<file path="src/common/rtc_pkg.sv">
package rtc_pkg;

    // one time byte, seen as a plain binary count or as two BCD digits.
    typedef union packed {
        logic [7:0] bin;
        struct packed {
            logic [3:0] tens;
            logic [3:0] ones;
        } bcd;
    } time_byte_t;

    localparam int NUM_FIELDS = 3;                  // seconds, minutes, hours.
    localparam logic [7:0] FIELD_MAX [NUM_FIELDS] = '{8'd59, 8'd59, 8'd23};

    localparam logic [6:0] REG_SECONDS       = 7'h00;
    localparam logic [6:0] REG_ALARM_SECONDS = 7'h01;
    localparam logic [6:0] REG_MINUTES       = 7'h02;
    localparam logic [6:0] REG_ALARM_MINUTES = 7'h03;
    localparam logic [6:0] REG_HOURS         = 7'h04;
    localparam logic [6:0] REG_ALARM_HOURS   = 7'h05;
    localparam logic [6:0] REG_A             = 7'h0A;
    localparam logic [6:0] REG_B             = 7'h0B;
    localparam logic [6:0] REG_C             = 7'h0C;
    localparam logic [6:0] REG_D             = 7'h0D;

    localparam logic [7:0] REG_D_VALUE = 8'h80;     // battery good.

    localparam int UPDATE_HZ    = 800;
    localparam int PERIODIC_HZ  = 8192;
    localparam int UPDATE_TICKS = 800;              // 800 Hz ticks per second.
    localparam int UPDATE_LEAD  = 4;                // first countdown after reset or halt.

    localparam logic [1:0] ALARM_WILDCARD = 2'b11;  // top bits of a don't-care alarm.
    localparam logic [1:0] DIVIDER_STOP   = 2'b11;  // divider bits 6:5 that stop the clock.

endpackage

</file>
<file path="src/rtc_tick_gen.sv">
`timescale 1ns/100ps

module rtc_tick_gen import rtc_pkg::*; #(
    parameter int CLK_HZ = 50_000_000
) (
    input  logic clk,
    input  logic rst_n,
    output logic tick_800,
    output logic tick_8192
);

    localparam int ACC_W = $clog2(CLK_HZ + PERIODIC_HZ + 1);
    localparam int RATE_HZ [2] = '{UPDATE_HZ, PERIODIC_HZ};

    logic [1:0] tick;

    // the sum stays below CLK_HZ, so the average tick rate is exact.
    for (genvar r = 0; r < 2; r++) begin : g_acc
        logic [ACC_W-1:0] sum;
        logic [ACC_W-1:0] sum_next;
        logic tick_q;

        assign sum_next = sum + ACC_W'(RATE_HZ[r]);
        assign tick[r] = tick_q;

        always_ff @(posedge clk) begin
            if (!rst_n) begin
                sum <= '0;
                tick_q <= 1'b0;
            end else if (sum_next >= ACC_W'(CLK_HZ)) begin
                sum <= sum_next - ACC_W'(CLK_HZ);   // wrap, keep the remainder.
                tick_q <= 1'b1;
            end else begin
                sum <= sum_next;
                tick_q <= 1'b0;
            end
        end
    end

    assign tick_800 = tick[0];
    assign tick_8192 = tick[1];

    a_clk_rate: assert property (@(posedge clk) disable iff (!rst_n) CLK_HZ >= PERIODIC_HZ)
        else $error("system clock slower than the periodic tick rate");

endmodule

</file>
<file path="src/rtc_update_ctrl.sv">
`timescale 1ns/100ps

module rtc_update_ctrl import rtc_pkg::*; (
    input  logic clk,
    input  logic rst_n,
    input  logic halt,
    input  logic tick_800,
    output logic second_start,
    output logic update_busy
);

    localparam logic [2:0] ST_UPDATE_START     = 3'd0;
    localparam logic [2:0] ST_UPDATE_PROGRESS  = 3'd1;
    localparam logic [2:0] ST_SECOND_START     = 3'd2;
    localparam logic [2:0] ST_SECOND_PROGRESS  = 3'd3;
    localparam logic [2:0] ST_STOPPED          = 3'd4;
    localparam int CNT_W = $clog2(UPDATE_TICKS);

    logic [2:0] state;
    logic [CNT_W-1:0] countdown;

    always_ff @(posedge clk) begin
        if (!rst_n) begin
            state <= ST_UPDATE_START;
        end else if (halt) begin
            state <= ST_STOPPED;
        end else begin
            case (state)
                ST_STOPPED:         state <= ST_UPDATE_START;
                ST_UPDATE_START:    state <= ST_UPDATE_PROGRESS;
                ST_UPDATE_PROGRESS: if (countdown == '0) state <= ST_SECOND_START;
                ST_SECOND_START:    state <= ST_SECOND_PROGRESS;
                ST_SECOND_PROGRESS: if (countdown == CNT_W'(1)) state <= ST_UPDATE_START;
                default:            state <= ST_STOPPED;
            endcase
        end
    end

    // one second is UPDATE_TICKS ticks from zero to zero.
    always_ff @(posedge clk) begin
        if (!rst_n || halt) begin
            countdown <= CNT_W'(UPDATE_LEAD);
        end else if (tick_800) begin
            if (countdown == '0) begin
                countdown <= CNT_W'(UPDATE_TICKS - 1);
            end else begin
                countdown <= countdown - 1'b1;
            end
        end
    end

    assign second_start = (state == ST_SECOND_START) && !halt;  // a halt just raised wins.
    assign update_busy = (state == ST_UPDATE_PROGRESS) || (state == ST_SECOND_START);

    a_second_pulse: assert property (@(posedge clk) disable iff (!rst_n)
        second_start |-> !halt ##1 !second_start)
        else $error("second_start held or raised during halt");

endmodule

</file>
<file path="src/rtc_field_counter.sv">
`timescale 1ns/100ps

module rtc_field_counter import rtc_pkg::*; #(
    parameter logic [7:0] MAX_BIN = 8'd59
) (
    input  logic       clk,
    input  logic       rst_n,
    input  logic       binary_mode,
    input  logic       step,
    input  logic       load,
    input  time_byte_t load_data,
    output time_byte_t value,
    output time_byte_t next_value,
    output logic       carry
);

    localparam logic [3:0] MAX_TENS = 4'(MAX_BIN / 10);
    localparam logic [3:0] MAX_ONES = 4'(MAX_BIN % 10);

    logic at_max;

    // out of range values also count as the limit, so a bad load still wraps.
    assign at_max = binary_mode ? (value.bin >= MAX_BIN) :
                    (value.bcd.tens > MAX_TENS) ||
                    (value.bcd.tens == MAX_TENS && value.bcd.ones >= MAX_ONES);

    always_comb begin
        if (at_max) begin
            next_value.bin = 8'h00;
        end else if (!binary_mode && value.bcd.ones >= 4'd9) begin
            next_value.bcd.tens = value.bcd.tens + 4'd1;    // ones digit rolls into tens.
            next_value.bcd.ones = 4'd0;
        end else begin
            next_value.bin = value.bin + 8'd1;
        end
    end

    assign carry = step && at_max;

    always_ff @(posedge clk) begin
        if (!rst_n) begin
            value <= '0;
        end else if (load) begin
            value <= load_data;     // host load beats a step.
        end else if (step) begin
            value <= next_value;
        end
    end

    a_carry_wrap: assert property (@(posedge clk) disable iff (!rst_n)
        carry |-> step ##1 (value.bin == 8'h00 || $past(load)))
        else $error("carry without a step or without a wrap to zero");

endmodule

</file>
<file path="src/rtc_alarm.sv">
`timescale 1ns/100ps

module rtc_alarm import rtc_pkg::*; (
    input  logic                        clk,
    input  logic                        rst_n,
    input  logic                        binary_mode,
    input  logic       [NUM_FIELDS-1:0] alarm_load,
    input  time_byte_t                  load_data,
    input  time_byte_t [NUM_FIELDS-1:0] field_value,
    input  time_byte_t [NUM_FIELDS-1:0] field_next,
    input  logic       [NUM_FIELDS-1:0] field_step,
    output time_byte_t [NUM_FIELDS-1:0] alarm_value,
    output logic                        alarm_hit
);

    logic [NUM_FIELDS-1:0] match;

    always_ff @(posedge clk) begin
        for (int i = 0; i < NUM_FIELDS; i++) begin
            if (!rst_n) begin
                alarm_value[i] <= '0;
            end else if (alarm_load[i]) begin
                alarm_value[i] <= load_data;
            end
        end
    end

    // a stepping field is compared with the value it is about to take.
    always_comb begin
        for (int i = 0; i < NUM_FIELDS; i++) begin
            if (alarm_value[i].bin[7:6] == ALARM_WILDCARD) begin
                match[i] = 1'b1;
            end else if (field_step[i]) begin
                match[i] = (field_next[i].bin == alarm_value[i].bin);
            end else begin
                match[i] = (field_value[i].bin == alarm_value[i].bin);
            end
        end
    end

    assign alarm_hit = field_step[0] && (&match);   // only ever on a seconds step.

endmodule

</file>
<file path="src/rtc_periodic.sv">
`timescale 1ns/100ps

module rtc_periodic (
    input  logic       clk,
    input  logic       rst_n,
    input  logic       tick_8192,
    input  logic [2:0] divider,
    input  logic [3:0] rate,
    output logic       periodic_hit
);

    logic enabled;
    logic [12:0] period;
    logic [12:0] count;

    assign enabled = (rate != 4'd0) && (divider[2:1] != 2'b00);

    // period in 8192 Hz ticks.
    always_comb begin
        case (rate)
            4'd0:    period = 13'd0;
            4'd1:    period = 13'd32;
            4'd2:    period = 13'd64;
            default: period = 13'd1 << (rate - 4'd3);
        endcase
    end

    always_ff @(posedge clk) begin
        if (!rst_n || !enabled) begin
            count <= '0;
        end else if (tick_8192) begin
            if (count <= 13'd1) begin
                count <= period;    // zero after enable just loads, one fires.
            end else begin
                count <= count - 13'd1;
            end
        end
    end

    assign periodic_hit = enabled && tick_8192 && (count == 13'd1);

    a_hit_reload: assert property (@(posedge clk) disable iff (!rst_n)
        periodic_hit |-> tick_8192 ##1 (count == $past(period)))
        else $error("periodic hit off tick or without a reload");

endmodule

</file>
<file path="src/rtc_regs.sv">
`timescale 1ns/100ps

module rtc_regs import rtc_pkg::*; (
    input  logic                        clk,
    input  logic                        rst_n,
    input  logic                        io_address,
    input  logic                        io_read,
    input  logic                        io_write,
    input  logic                  [7:0] io_writedata,
    output logic                  [7:0] io_readdata,
    output logic                        irq,
    input  time_byte_t [NUM_FIELDS-1:0] field_value,
    input  time_byte_t [NUM_FIELDS-1:0] alarm_value,
    output logic       [NUM_FIELDS-1:0] field_load,
    output logic       [NUM_FIELDS-1:0] alarm_load,
    output time_byte_t                  load_data,
    output logic                        binary_mode,
    output logic                        halt,
    output logic                  [2:0] divider,
    output logic                  [3:0] periodic_rate,
    input  logic                        second_start,
    input  logic                        update_busy,
    input  logic                        alarm_hit,
    input  logic                        periodic_hit
);

    localparam logic [6:0] FIELD_REG [NUM_FIELDS] = '{REG_SECONDS, REG_MINUTES, REG_HOURS};
    localparam logic [6:0] ALARM_REG [NUM_FIELDS] =
        '{REG_ALARM_SECONDS, REG_ALARM_MINUTES, REG_ALARM_HOURS};

    logic [6:0] index;
    logic read_seen;
    logic read_valid;
    logic data_write;
    logic clear_c;
    logic freeze;
    logic pie;
    logic aie;
    logic uie;
    logic pf;
    logic af;
    logic uf;
    logic int_pending;
    logic [7:0] read_mux;

    assign read_valid = io_read && !read_seen;     // first cycle of a read only.
    assign data_write = io_write && io_address;
    assign clear_c = read_valid && io_address && (index == REG_C);

    always_ff @(posedge clk) begin
        if (!rst_n) begin
            read_seen <= 1'b0;
            index <= '0;
        end else begin
            read_seen <= io_read;
            if (io_write && !io_address) begin
                index <= io_writedata[6:0];
            end
        end
    end

    always_comb begin
        for (int i = 0; i < NUM_FIELDS; i++) begin
            field_load[i] = data_write && (index == FIELD_REG[i]);
            alarm_load[i] = data_write && (index == ALARM_REG[i]);
        end
    end

    assign load_data = io_writedata;

    always_ff @(posedge clk) begin
        if (!rst_n) begin
            divider <= '0;
            periodic_rate <= '0;
            freeze <= 1'b0;
            pie <= 1'b0;
            aie <= 1'b0;
            uie <= 1'b0;
            binary_mode <= 1'b0;
        end else if (data_write && index == REG_A) begin
            divider <= io_writedata[6:4];
            periodic_rate <= io_writedata[3:0];
        end else if (data_write && index == REG_B) begin
            freeze <= io_writedata[7];
            pie <= io_writedata[6];
            aie <= io_writedata[5];
            uie <= io_writedata[4] && !io_writedata[7];    // no update irq while setting time.
            binary_mode <= io_writedata[2];
        end
    end

    assign halt = freeze || (divider[2:1] == DIVIDER_STOP);

    // a new event in the clearing cycle survives the clear.
    always_ff @(posedge clk) begin
        if (!rst_n) begin
            pf <= 1'b0;
            af <= 1'b0;
            uf <= 1'b0;
        end else begin
            pf <= (pf && !clear_c) || periodic_hit;
            af <= (af && !clear_c) || alarm_hit;
            uf <= (uf && !clear_c) || second_start;
        end
    end

    assign int_pending = (pie && pf) || (aie && af) || (uie && uf);

    always_ff @(posedge clk) begin
        if (!rst_n || clear_c) begin
            irq <= 1'b0;
        end else if (!irq && int_pending) begin
            irq <= 1'b1;
        end
    end

    always_comb begin
        case (index)
            REG_SECONDS:       read_mux = field_value[0].bin;
            REG_ALARM_SECONDS: read_mux = alarm_value[0].bin;
            REG_MINUTES:       read_mux = field_value[1].bin;
            REG_ALARM_MINUTES: read_mux = alarm_value[1].bin;
            REG_HOURS:         read_mux = field_value[2].bin;
            REG_ALARM_HOURS:   read_mux = alarm_value[2].bin;
            REG_A:             read_mux = {update_busy, divider, periodic_rate};
            REG_B:             read_mux = {freeze, pie, aie, uie, 1'b0, binary_mode, 2'b10};
            REG_C:             read_mux = {irq, pf, af, uf, 4'h0};
            REG_D:             read_mux = REG_D_VALUE;
            default:           read_mux = 8'h00;
        endcase
    end

    // flags are captured before the clear of the same read lands.
    always_ff @(posedge clk) begin
        if (read_valid) begin
            io_readdata <= io_address ? read_mux : 8'hFF;
        end
    end

    a_irq_cause: assert property (@(posedge clk) disable iff (!rst_n)
        $rose(irq) |-> $past(int_pending))
        else $error("irq raised without an enabled flag");

endmodule

</file>
<file path="src/rtc_top.sv">
`timescale 1ns/100ps

module rtc_top import rtc_pkg::*; #(
    parameter int CLK_HZ = 50_000_000
) (
    input  logic       clk,
    input  logic       rst_n,
    input  logic       io_address,
    input  logic       io_read,
    input  logic       io_write,
    input  logic [7:0] io_writedata,
    output logic [7:0] io_readdata,
    output logic       irq
);

    logic tick_800;
    logic tick_8192;
    logic second_start;
    logic update_busy;
    logic halt;
    logic binary_mode;
    logic [2:0] divider;
    logic [3:0] periodic_rate;
    logic alarm_hit;
    logic periodic_hit;

    logic [NUM_FIELDS-1:0] field_load;
    logic [NUM_FIELDS-1:0] alarm_load;
    logic [NUM_FIELDS-1:0] step;
    logic [NUM_FIELDS-1:0] carry;       // top bit is the midnight rollover.
    time_byte_t load_data;
    time_byte_t [NUM_FIELDS-1:0] field_value;
    time_byte_t [NUM_FIELDS-1:0] field_next;
    time_byte_t [NUM_FIELDS-1:0] alarm_value;

    // seconds step on the update pulse, each higher field on the carry below it.
    assign step = {carry[NUM_FIELDS-2:0], second_start};

    rtc_tick_gen #(.CLK_HZ(CLK_HZ)) u_tick_gen (
        .clk       (clk),
        .rst_n     (rst_n),
        .tick_800  (tick_800),
        .tick_8192 (tick_8192)
    );

    rtc_update_ctrl u_update_ctrl (
        .clk          (clk),
        .rst_n        (rst_n),
        .halt         (halt),
        .tick_800     (tick_800),
        .second_start (second_start),
        .update_busy  (update_busy)
    );

    for (genvar i = 0; i < NUM_FIELDS; i++) begin : g_field
        rtc_field_counter #(.MAX_BIN(FIELD_MAX[i])) u_field (
            .clk         (clk),
            .rst_n       (rst_n),
            .binary_mode (binary_mode),
            .step        (step[i]),
            .load        (field_load[i]),
            .load_data   (load_data),
            .value       (field_value[i]),
            .next_value  (field_next[i]),
            .carry       (carry[i])
        );
    end

    rtc_alarm u_alarm (
        .clk         (clk),
        .rst_n       (rst_n),
        .binary_mode (binary_mode),
        .alarm_load  (alarm_load),
        .load_data   (load_data),
        .field_value (field_value),
        .field_next  (field_next),
        .field_step  (step),
        .alarm_value (alarm_value),
        .alarm_hit   (alarm_hit)
    );

    rtc_periodic u_periodic (
        .clk          (clk),
        .rst_n        (rst_n),
        .tick_8192    (tick_8192),
        .divider      (divider),
        .rate         (periodic_rate),
        .periodic_hit (periodic_hit)
    );

    rtc_regs u_regs (
        .clk           (clk),
        .rst_n         (rst_n),
        .io_address    (io_address),
        .io_read       (io_read),
        .io_write      (io_write),
        .io_writedata  (io_writedata),
        .io_readdata   (io_readdata),
        .irq           (irq),
        .field_value   (field_value),
        .alarm_value   (alarm_value),
        .field_load    (field_load),
        .alarm_load    (alarm_load),
        .load_data     (load_data),
        .binary_mode   (binary_mode),
        .halt          (halt),
        .divider       (divider),
        .periodic_rate (periodic_rate),
        .second_start  (second_start),
        .update_busy   (update_busy),
        .alarm_hit     (alarm_hit),
        .periodic_hit  (periodic_hit)
    );

endmodule

</file>
<file path="config.mk">
export PLATFORM = sky130hd
export DESIGN_NAME = rtc_top
export DESIGN_NICKNAME = d
export VERILOG_FILES = /design/src/common/rtc_pkg.sv /design/src/rtc_tick_gen.sv /design/src/rtc_update_ctrl.sv /design/src/rtc_field_counter.sv /design/src/rtc_alarm.sv /design/src/rtc_periodic.sv /design/src/rtc_regs.sv /design/src/rtc_top.sv
export SDC_FILE = /design/constraint.sdc
export NUM_CORES = 1
export LEC_CHECK = 0
export BUFFER_PORTS_ARGS = -buffer_cell sky130_fd_sc_hd__buf_2
export CAP_MARGIN = 5
export CORE_ASPECT_RATIO = 2
export CORE_MARGIN = 4
export CORE_UTILIZATION = 53
export CTS_BUF_LIST = sky130_fd_sc_hd__clkbuf_16
export DETAILED_ROUTE_END_ITERATION = 10
export GPL_TIMING_DRIVEN = 0
export PLACE_DENSITY = 0.69
export SLEW_MARGIN = 25
export SYNTH_ARGS = -nofsm -noshare
export SYNTH_HDL_FRONTEND = slang
export SYNTH_SLANG_ARGS = --single-unit
</file>
<file path="constraint.sdc">
create_clock -name clk -period 3.57 [get_ports clk]
set_input_delay 0.714 -clock clk [delete_from_list [all_inputs] [get_ports clk]]
set_output_delay 0.714 -clock clk [all_outputs]
set_load 0.03 [all_outputs]
</file>
* After elaboration in Yosys (flattened, before gate mapping)
Index checks and enable logic that the tools add are counted.
** Storage, ports and cells
- Output and inout bits :: 9
- Word-level logic and storage cells :: 194
- Register bits :: 160
- Bits of input ports :: 13
** Operators by class
- Equal/unequal tests :: 34
- Shifts and indexed selects :: 1
- Bitwise operators :: 2
- Order comparisons :: 13
- Muxes and demuxes :: 33
- Reductions and logical operators :: 70
- Add/sub/neg operators :: 13
** Operators with widths (count)
- two-way mux 8 bit :: 12
- one-hot mux 8 bit (10 select lines) :: 1
- greater-or-equal comparator 26 bit (second input constant) :: 2
- two-way mux 26 bit :: 2
- subtractor 26 bit (second input constant) :: 2
- == test 8 bit :: 6
- one-hot mux 13 bit (3 select lines) :: 1
- logical AND 1 bit :: 34
- == test 7 x 4 -> 1 bit (second input constant) :: 4
- adder 26 x 10 -> 26 bit (second input constant) :: 1
- adder 26 x 14 -> 26 bit (second input constant) :: 1
- adder 8 x 1 -> 8 bit (second input constant) :: 3
- greater-or-equal comparator 8 x 6 -> 1 bit (second input constant) :: 2
- one-hot mux 3 bit (5 select lines) :: 1
- == test 7 x 2 -> 1 bit (second input constant) :: 2
- == test 7 x 3 -> 1 bit (second input constant) :: 2
- == test 13 x 1 -> 1 bit (second input constant) :: 1
- less-or-equal comparator 13 x 1 -> 1 bit (second input constant) :: 1
- logical OR 1 bit :: 13
- two-way mux 13 bit :: 1
- left shift 1 x 4 -> 13 bit (first input constant) :: 1
- subtractor 13 x 1 -> 13 bit (second input constant) :: 1
- adder 4 x 1 -> 4 bit (second input constant) :: 3
- greater-or-equal comparator 4 bit (second input constant) :: 3
- 31 further kinds :: 66

* Logic depth before layout (Yosys ltp)
- Depth in word-level cells :: 11
- Mapped depth :: 13
- Depth with buffers taken out :: 11

* Cells and area by module
From an unflattened synthesis, not the netlist that was laid out.
** Second synthesis, totals
- Cells, all modules :: 1188
- Area, all modules :: 10206.0 sq um
** Modules (own cells, without submodules)
- rtc_tick_gen :: cells an instance 343, area each 2837.7 sq um, times used 1, sequential area each 840.8 sq um
- rtc_regs :: cells an instance 220, area each 1970.6 sq um, times used 1, sequential area each 720.7 sq um
- rtc_alarm :: cells an instance 138, area each 1445.1 sq um, times used 1, sequential area each 480.5 sq um
- rtc_field_counter at g_field[0].u_field ... :: cells an instance 90, area each 700.7 sq um, times used 2, sequential area each 160.2 sq um
- rtc_periodic :: cells an instance 139, area each 1103.6 sq um, times used 1, sequential area each 260.2 sq um
- rtc_field_counter at g_field[2].u_field :: cells an instance 97, area each 774.5 sq um, times used 1, sequential area each 160.2 sq um
- rtc_update_ctrl :: cells an instance 71, area each 673.1 sq um, times used 1, sequential area each 260.2 sq um

* Least setup slack after synthesis
Ideal clock, no wire load.
- Path kind :: register to register
- Start point :: reg g_field[0].u_field.value[4] (netlist bit)
- End point :: reg u_regs.af
- Slack :: 721 ps
- Arrival time :: 2775 ps
- Cell stages (with the launch flop) :: 12
- Path buffers :: 0
- Period minus slack after synthesis :: 2849 ps
- Cell sequence :: dfxtp_1 > inv_1 > ha_1 > o21ba_2 > o211a_1 > a221oi_1 > o21ai_0 > a22oi_1 > xor2_1 > nor4_1 > a32oi_1 > o21ai_0
** Between the ends
- Word-level cells in the longest chain between the ends :: 11
- Elaborated cells on any way between the ends :: 23
- Classes of those cells :: 2 x add/sub; 2 x order compare; 3 x eq/ne; 9 x mux; 7 x reduce/logical
** RTL lines
- start: declaration :: line rtc_field_counter.sv:12 : output time_byte_t value,
- start signal: assignment :: line rtc_field_counter.sv:44 : value <= load_data;
- start signal: assignment :: line rtc_field_counter.sv:46 : value <= next_value;
- parallel branches: the longest is 8 deep, another holds adder 8 x 1 -> 8 bit
- AND reduction 3 bit (*) :: line rtc_alarm.sv:41 : assign alarm_hit = field_step[0] && (&match);
- logical AND 1 bit (*) :: line rtc_alarm.sv:41
- logical OR 1 bit (*) :: line rtc_regs.sv:102 : af <= (af && !clear_c) || alarm_hit;
- end signal: assignment :: line rtc_regs.sv:102
- end: declaration :: line rtc_regs.sv:41 : logic af;
Every way passes the cells marked *.
A chain may end at the register's enable or synchronous reset.

* Worst setup path after layout
- Start point :: reg g_field[0].u_field.value[1] (netlist bit)
- End point :: reg u_regs.af
** Between the ends
- Word-level cells in the longest chain between the ends :: 11
- Elaborated cells on any way between the ends :: 22
- Classes of those cells :: 1 x add/sub; 2 x order compare; 2 x eq/ne; 9 x mux; 8 x reduce/logical
** RTL lines (line)
- parallel branches: the longest is 8 deep, another holds adder 8 x 1 -> 8 bit
- AND reduction 3 bit (*) :: rtc_alarm.sv:41
- logical AND 1 bit (*) :: rtc_alarm.sv:41
- logical OR 1 bit (*) :: rtc_regs.sv:102
Marked as above.

==> impl_metrics.yaml <==
setup_path:
  critical_path.max_fanout: 7
  worstSetupEndpointType: "flip-flop"
  worstSetupStartpointType: "flip-flop"
  cp.required_ps: 3920
  rr_worst_depth: 11
  cp.arrival_ps: 3790
  criticalPathCategory: "flip-flop to flip-flop"
detailed_routing:
  vias: 9397
  antenna_left: 0
  dr.pass1.iters: 5
  totalWireLength_um: 30410
  vias_per_cell: 6.432
  drc: 0
  routedWlPerCell_um: 20.81
  drt_iter0_drc: 610
synth:
  yosysSeqAreaShare_pct: 32.09
  yosysWarnings: 0
  netlist_top_cells_count: "dfxtp_1 (140), nor2_1 (134), nand2_1 (106)"
  postSynth.asyncResetShare_pct: 0
  synth.net_count: 1242
  synth-main-ff-cell: "dfxtp_1"
  synth_edf_count: 8
  postSynthAreaPerCell_sq_um: 7.901
  ys_types: 86
  synth_area_leaders: "dfxtp_1 (30%), nor2_1 (5.3%), nand2_1 (4.2%)"
  synth_top_area_cell: "dfxtp_1"
  synth-seq-cells: 148
  synth.top_cell.area_share_pct: 29.56
  yosysMostFrequentCell: "dfxtp_1"
  syn_inst: 1200
  syn-cell-area_sq_um: 9482
timing:
  finalSetupViolations: 0
  holdWs_ps: 475.5
  clock_skew_ps: 8.916
  rsz0062_at_grt: "no"
  finalCritPeriodShare_pct: 96.45
  slew_headroom_pct: 29.22
  hold_viol_final: 0
  worstMarginPinSlew_ps: 1059
  fmax_ghz: 0.2904
  post-route-min-period_ps: 3443
  drv_slew: 0
final_layout:
  drive_gt1_share_pct: 8.734
  final_nets: 1277
  design_area_sq_um: 10530
  fin_cells: 1461
  diodes: 0
  areaGrowthSynthToFinish_pct: 11.07
  post-route-util_pct: 59.51
  fillCellCount: 1654
clocking:
  numCtsBuffers: 17
  clk_latency_ps: 430
  cts_tree: "built"
  htree_levels: 4
  cts_buffer_depth: 2
  clkTransAtPathRegs_ps: 60
  clkSinkCount: 148
  clockRootBuffer: "clkbuf_16"
  cts_hold_repair.buffers: 0
floorplan:
  core_area_sq_um: 17700
  rows: 69
  die_w_um: 102.6
  die_area_sq_um: 20220
  start_util_pct: 53.57
  io_pins: 22
  die_y_um: 197.2
placed_design:
  placed_area_sq_um: 9829
  placed_cells: 1427
  gp_congestion: 1.005
  post-dp-hpwl_um: 22610
  numPortBuffers: 13
power:
  power_w: 0.004109
  p_leak_nw: 3.684
  irDropWorstVdd_uv: 269.3
  powerDensity_nw_per_um2: 390.2
grt:
  grt_pass1_wl_um: 48070
  antenna_found_initial: 0
  grt_util_all_layers_pct: 30.76
  grt_pass1_vias: 9208
  grt-ovfl-total: 0
  grt_max_degree: 17
hold_path:
  min_path_type: "flip-flop to flip-flop"
  hold_depth: 2
run:
  max-cap-violations: 0
status:
  status: "finished, final reports clean"
==> state kept, by name, summed over array words and instances (netlist names), 3 cells and up <==
name / cells
u_tick_gen.g_acc.sum: 40
g_field.u_field.value: 24
u_alarm.alarm_value: 24
u_periodic.count: 13
u_update_ctrl.countdown: 10
u_regs.io_readdata: 8
u_regs.index: 7
u_regs.periodic_rate: 4
u_regs.divider: 3
u_update_ctrl.state: 3
==> through the flow <==
step / setup TNS [ps] / worst slack (ps)
after floorplan: 0 / 720.6
after global placement: -353.4 / -353.4
after detailed placement: -215.7 / -215.7
after CTS: 0 / 8.404
after global routing: 0 / 3.924
final: 0 / 126.6
==> layout make-up <==
cell class / count / area [sq um] / area share, %
buffer: 73 / 311.5 / 2.958
tap: 213 / 266.5 / 2.531
multi-input combinational: 942 / 6051 / 57.45
clock inverter: 15 / 202.7 / 1.925
sequential: 148 / 3045 / 28.92
clock buffer: 17 / 425.4 / 4.039
inverter: 37 / 138.9 / 1.319
timing repair buffer: 16 / 90.09 / 0.8554
==> routing by layer <==
layer  track usage [%]  wire [um]  up-vias  share of wire [%]
met5                 0          0        -                  0
li1                  -          -     4439                  -
met3             4.419       1345      143                4.4
met1             30.57      10660     4448                 35
met4             22.92       2533        0                8.3
met2             55.56      15870      367                 52
==> logic make-up (layout without fill, tap and decap cells) <==
| group | Yosys count | after routing | share of synthesized area [%] |
|---|---|---|---|
| xor+xnor | 78 | 78 | 7.284 |
| buf+inv | 110 | 158 | 4.711 |
| flops | 148 | 148 | 32.09 |
| mux | 42 | 42 | 4.473 |
| fa+ha+maj | 29 | 29 | 3.827 |
| compound gates | 295 | 295 | 21.46 |
| simple gates | 498 | 498 | 26.15 |
==> cell usage in the layout, fill, tap and decap left out, types with 34 or more instances in the layout <==
cell type and instances:
inv_1 38, clkbuf_1 50, xor2_1 34, xnor2_1 43, dfxtp_1 138, nor2_1 134, nand2_1 106, a21oi_1 70
nand3_1 66, mux2i_1 39, o21ai_0 50, nor3_1 41
==> report_power, final <==
group          internal [W]  switching (W)  total (W)  leakage, nW
Clock               0.00118       0.000775    0.00195        0.300
Combinational      0.000135       0.000285   0.000420         2.17
Sequential          0.00170      0.0000350    0.00174         1.21
==> worst max-delay path: stages, from the launching register on <==
cell,delay [ps]
dfxtp_1,500
inv_1,110
ha_1,220
or3b_2,510
a2111oi_0,450
a31oi_1,90
o32ai_1,500
xnor2_1,180
nand2_1,80
a211oi_1,310
o22ai_2,210
o21ai_0,200
==> path summary, 6_finish.rpt <==
| check | from | endpoint | slack (ps) |
|---|---|---|---|
| worst min register to register | u_regs.divider[0] | u_regs.divider[0] | 480 |
| worst min-delay path | u_regs.divider[0] | u_regs.divider[0] | 480 |
| worst max-delay path | g_field[0].u_field.value[1] | u_regs.af | 130 |
| worst max register to register | g_field[0].u_field.value[1] | u_regs.af | 130 |
==> what timing repair did <==
action / CTS / global route
gates cloned: 0 / 0
resized for setup: 2 / 12
pin swaps: 1 / 0
buffers inserted: 2 / 0
setup endpoints to repair: 1 / 1
Note: power is estimated with default switching activity, not from simulation.
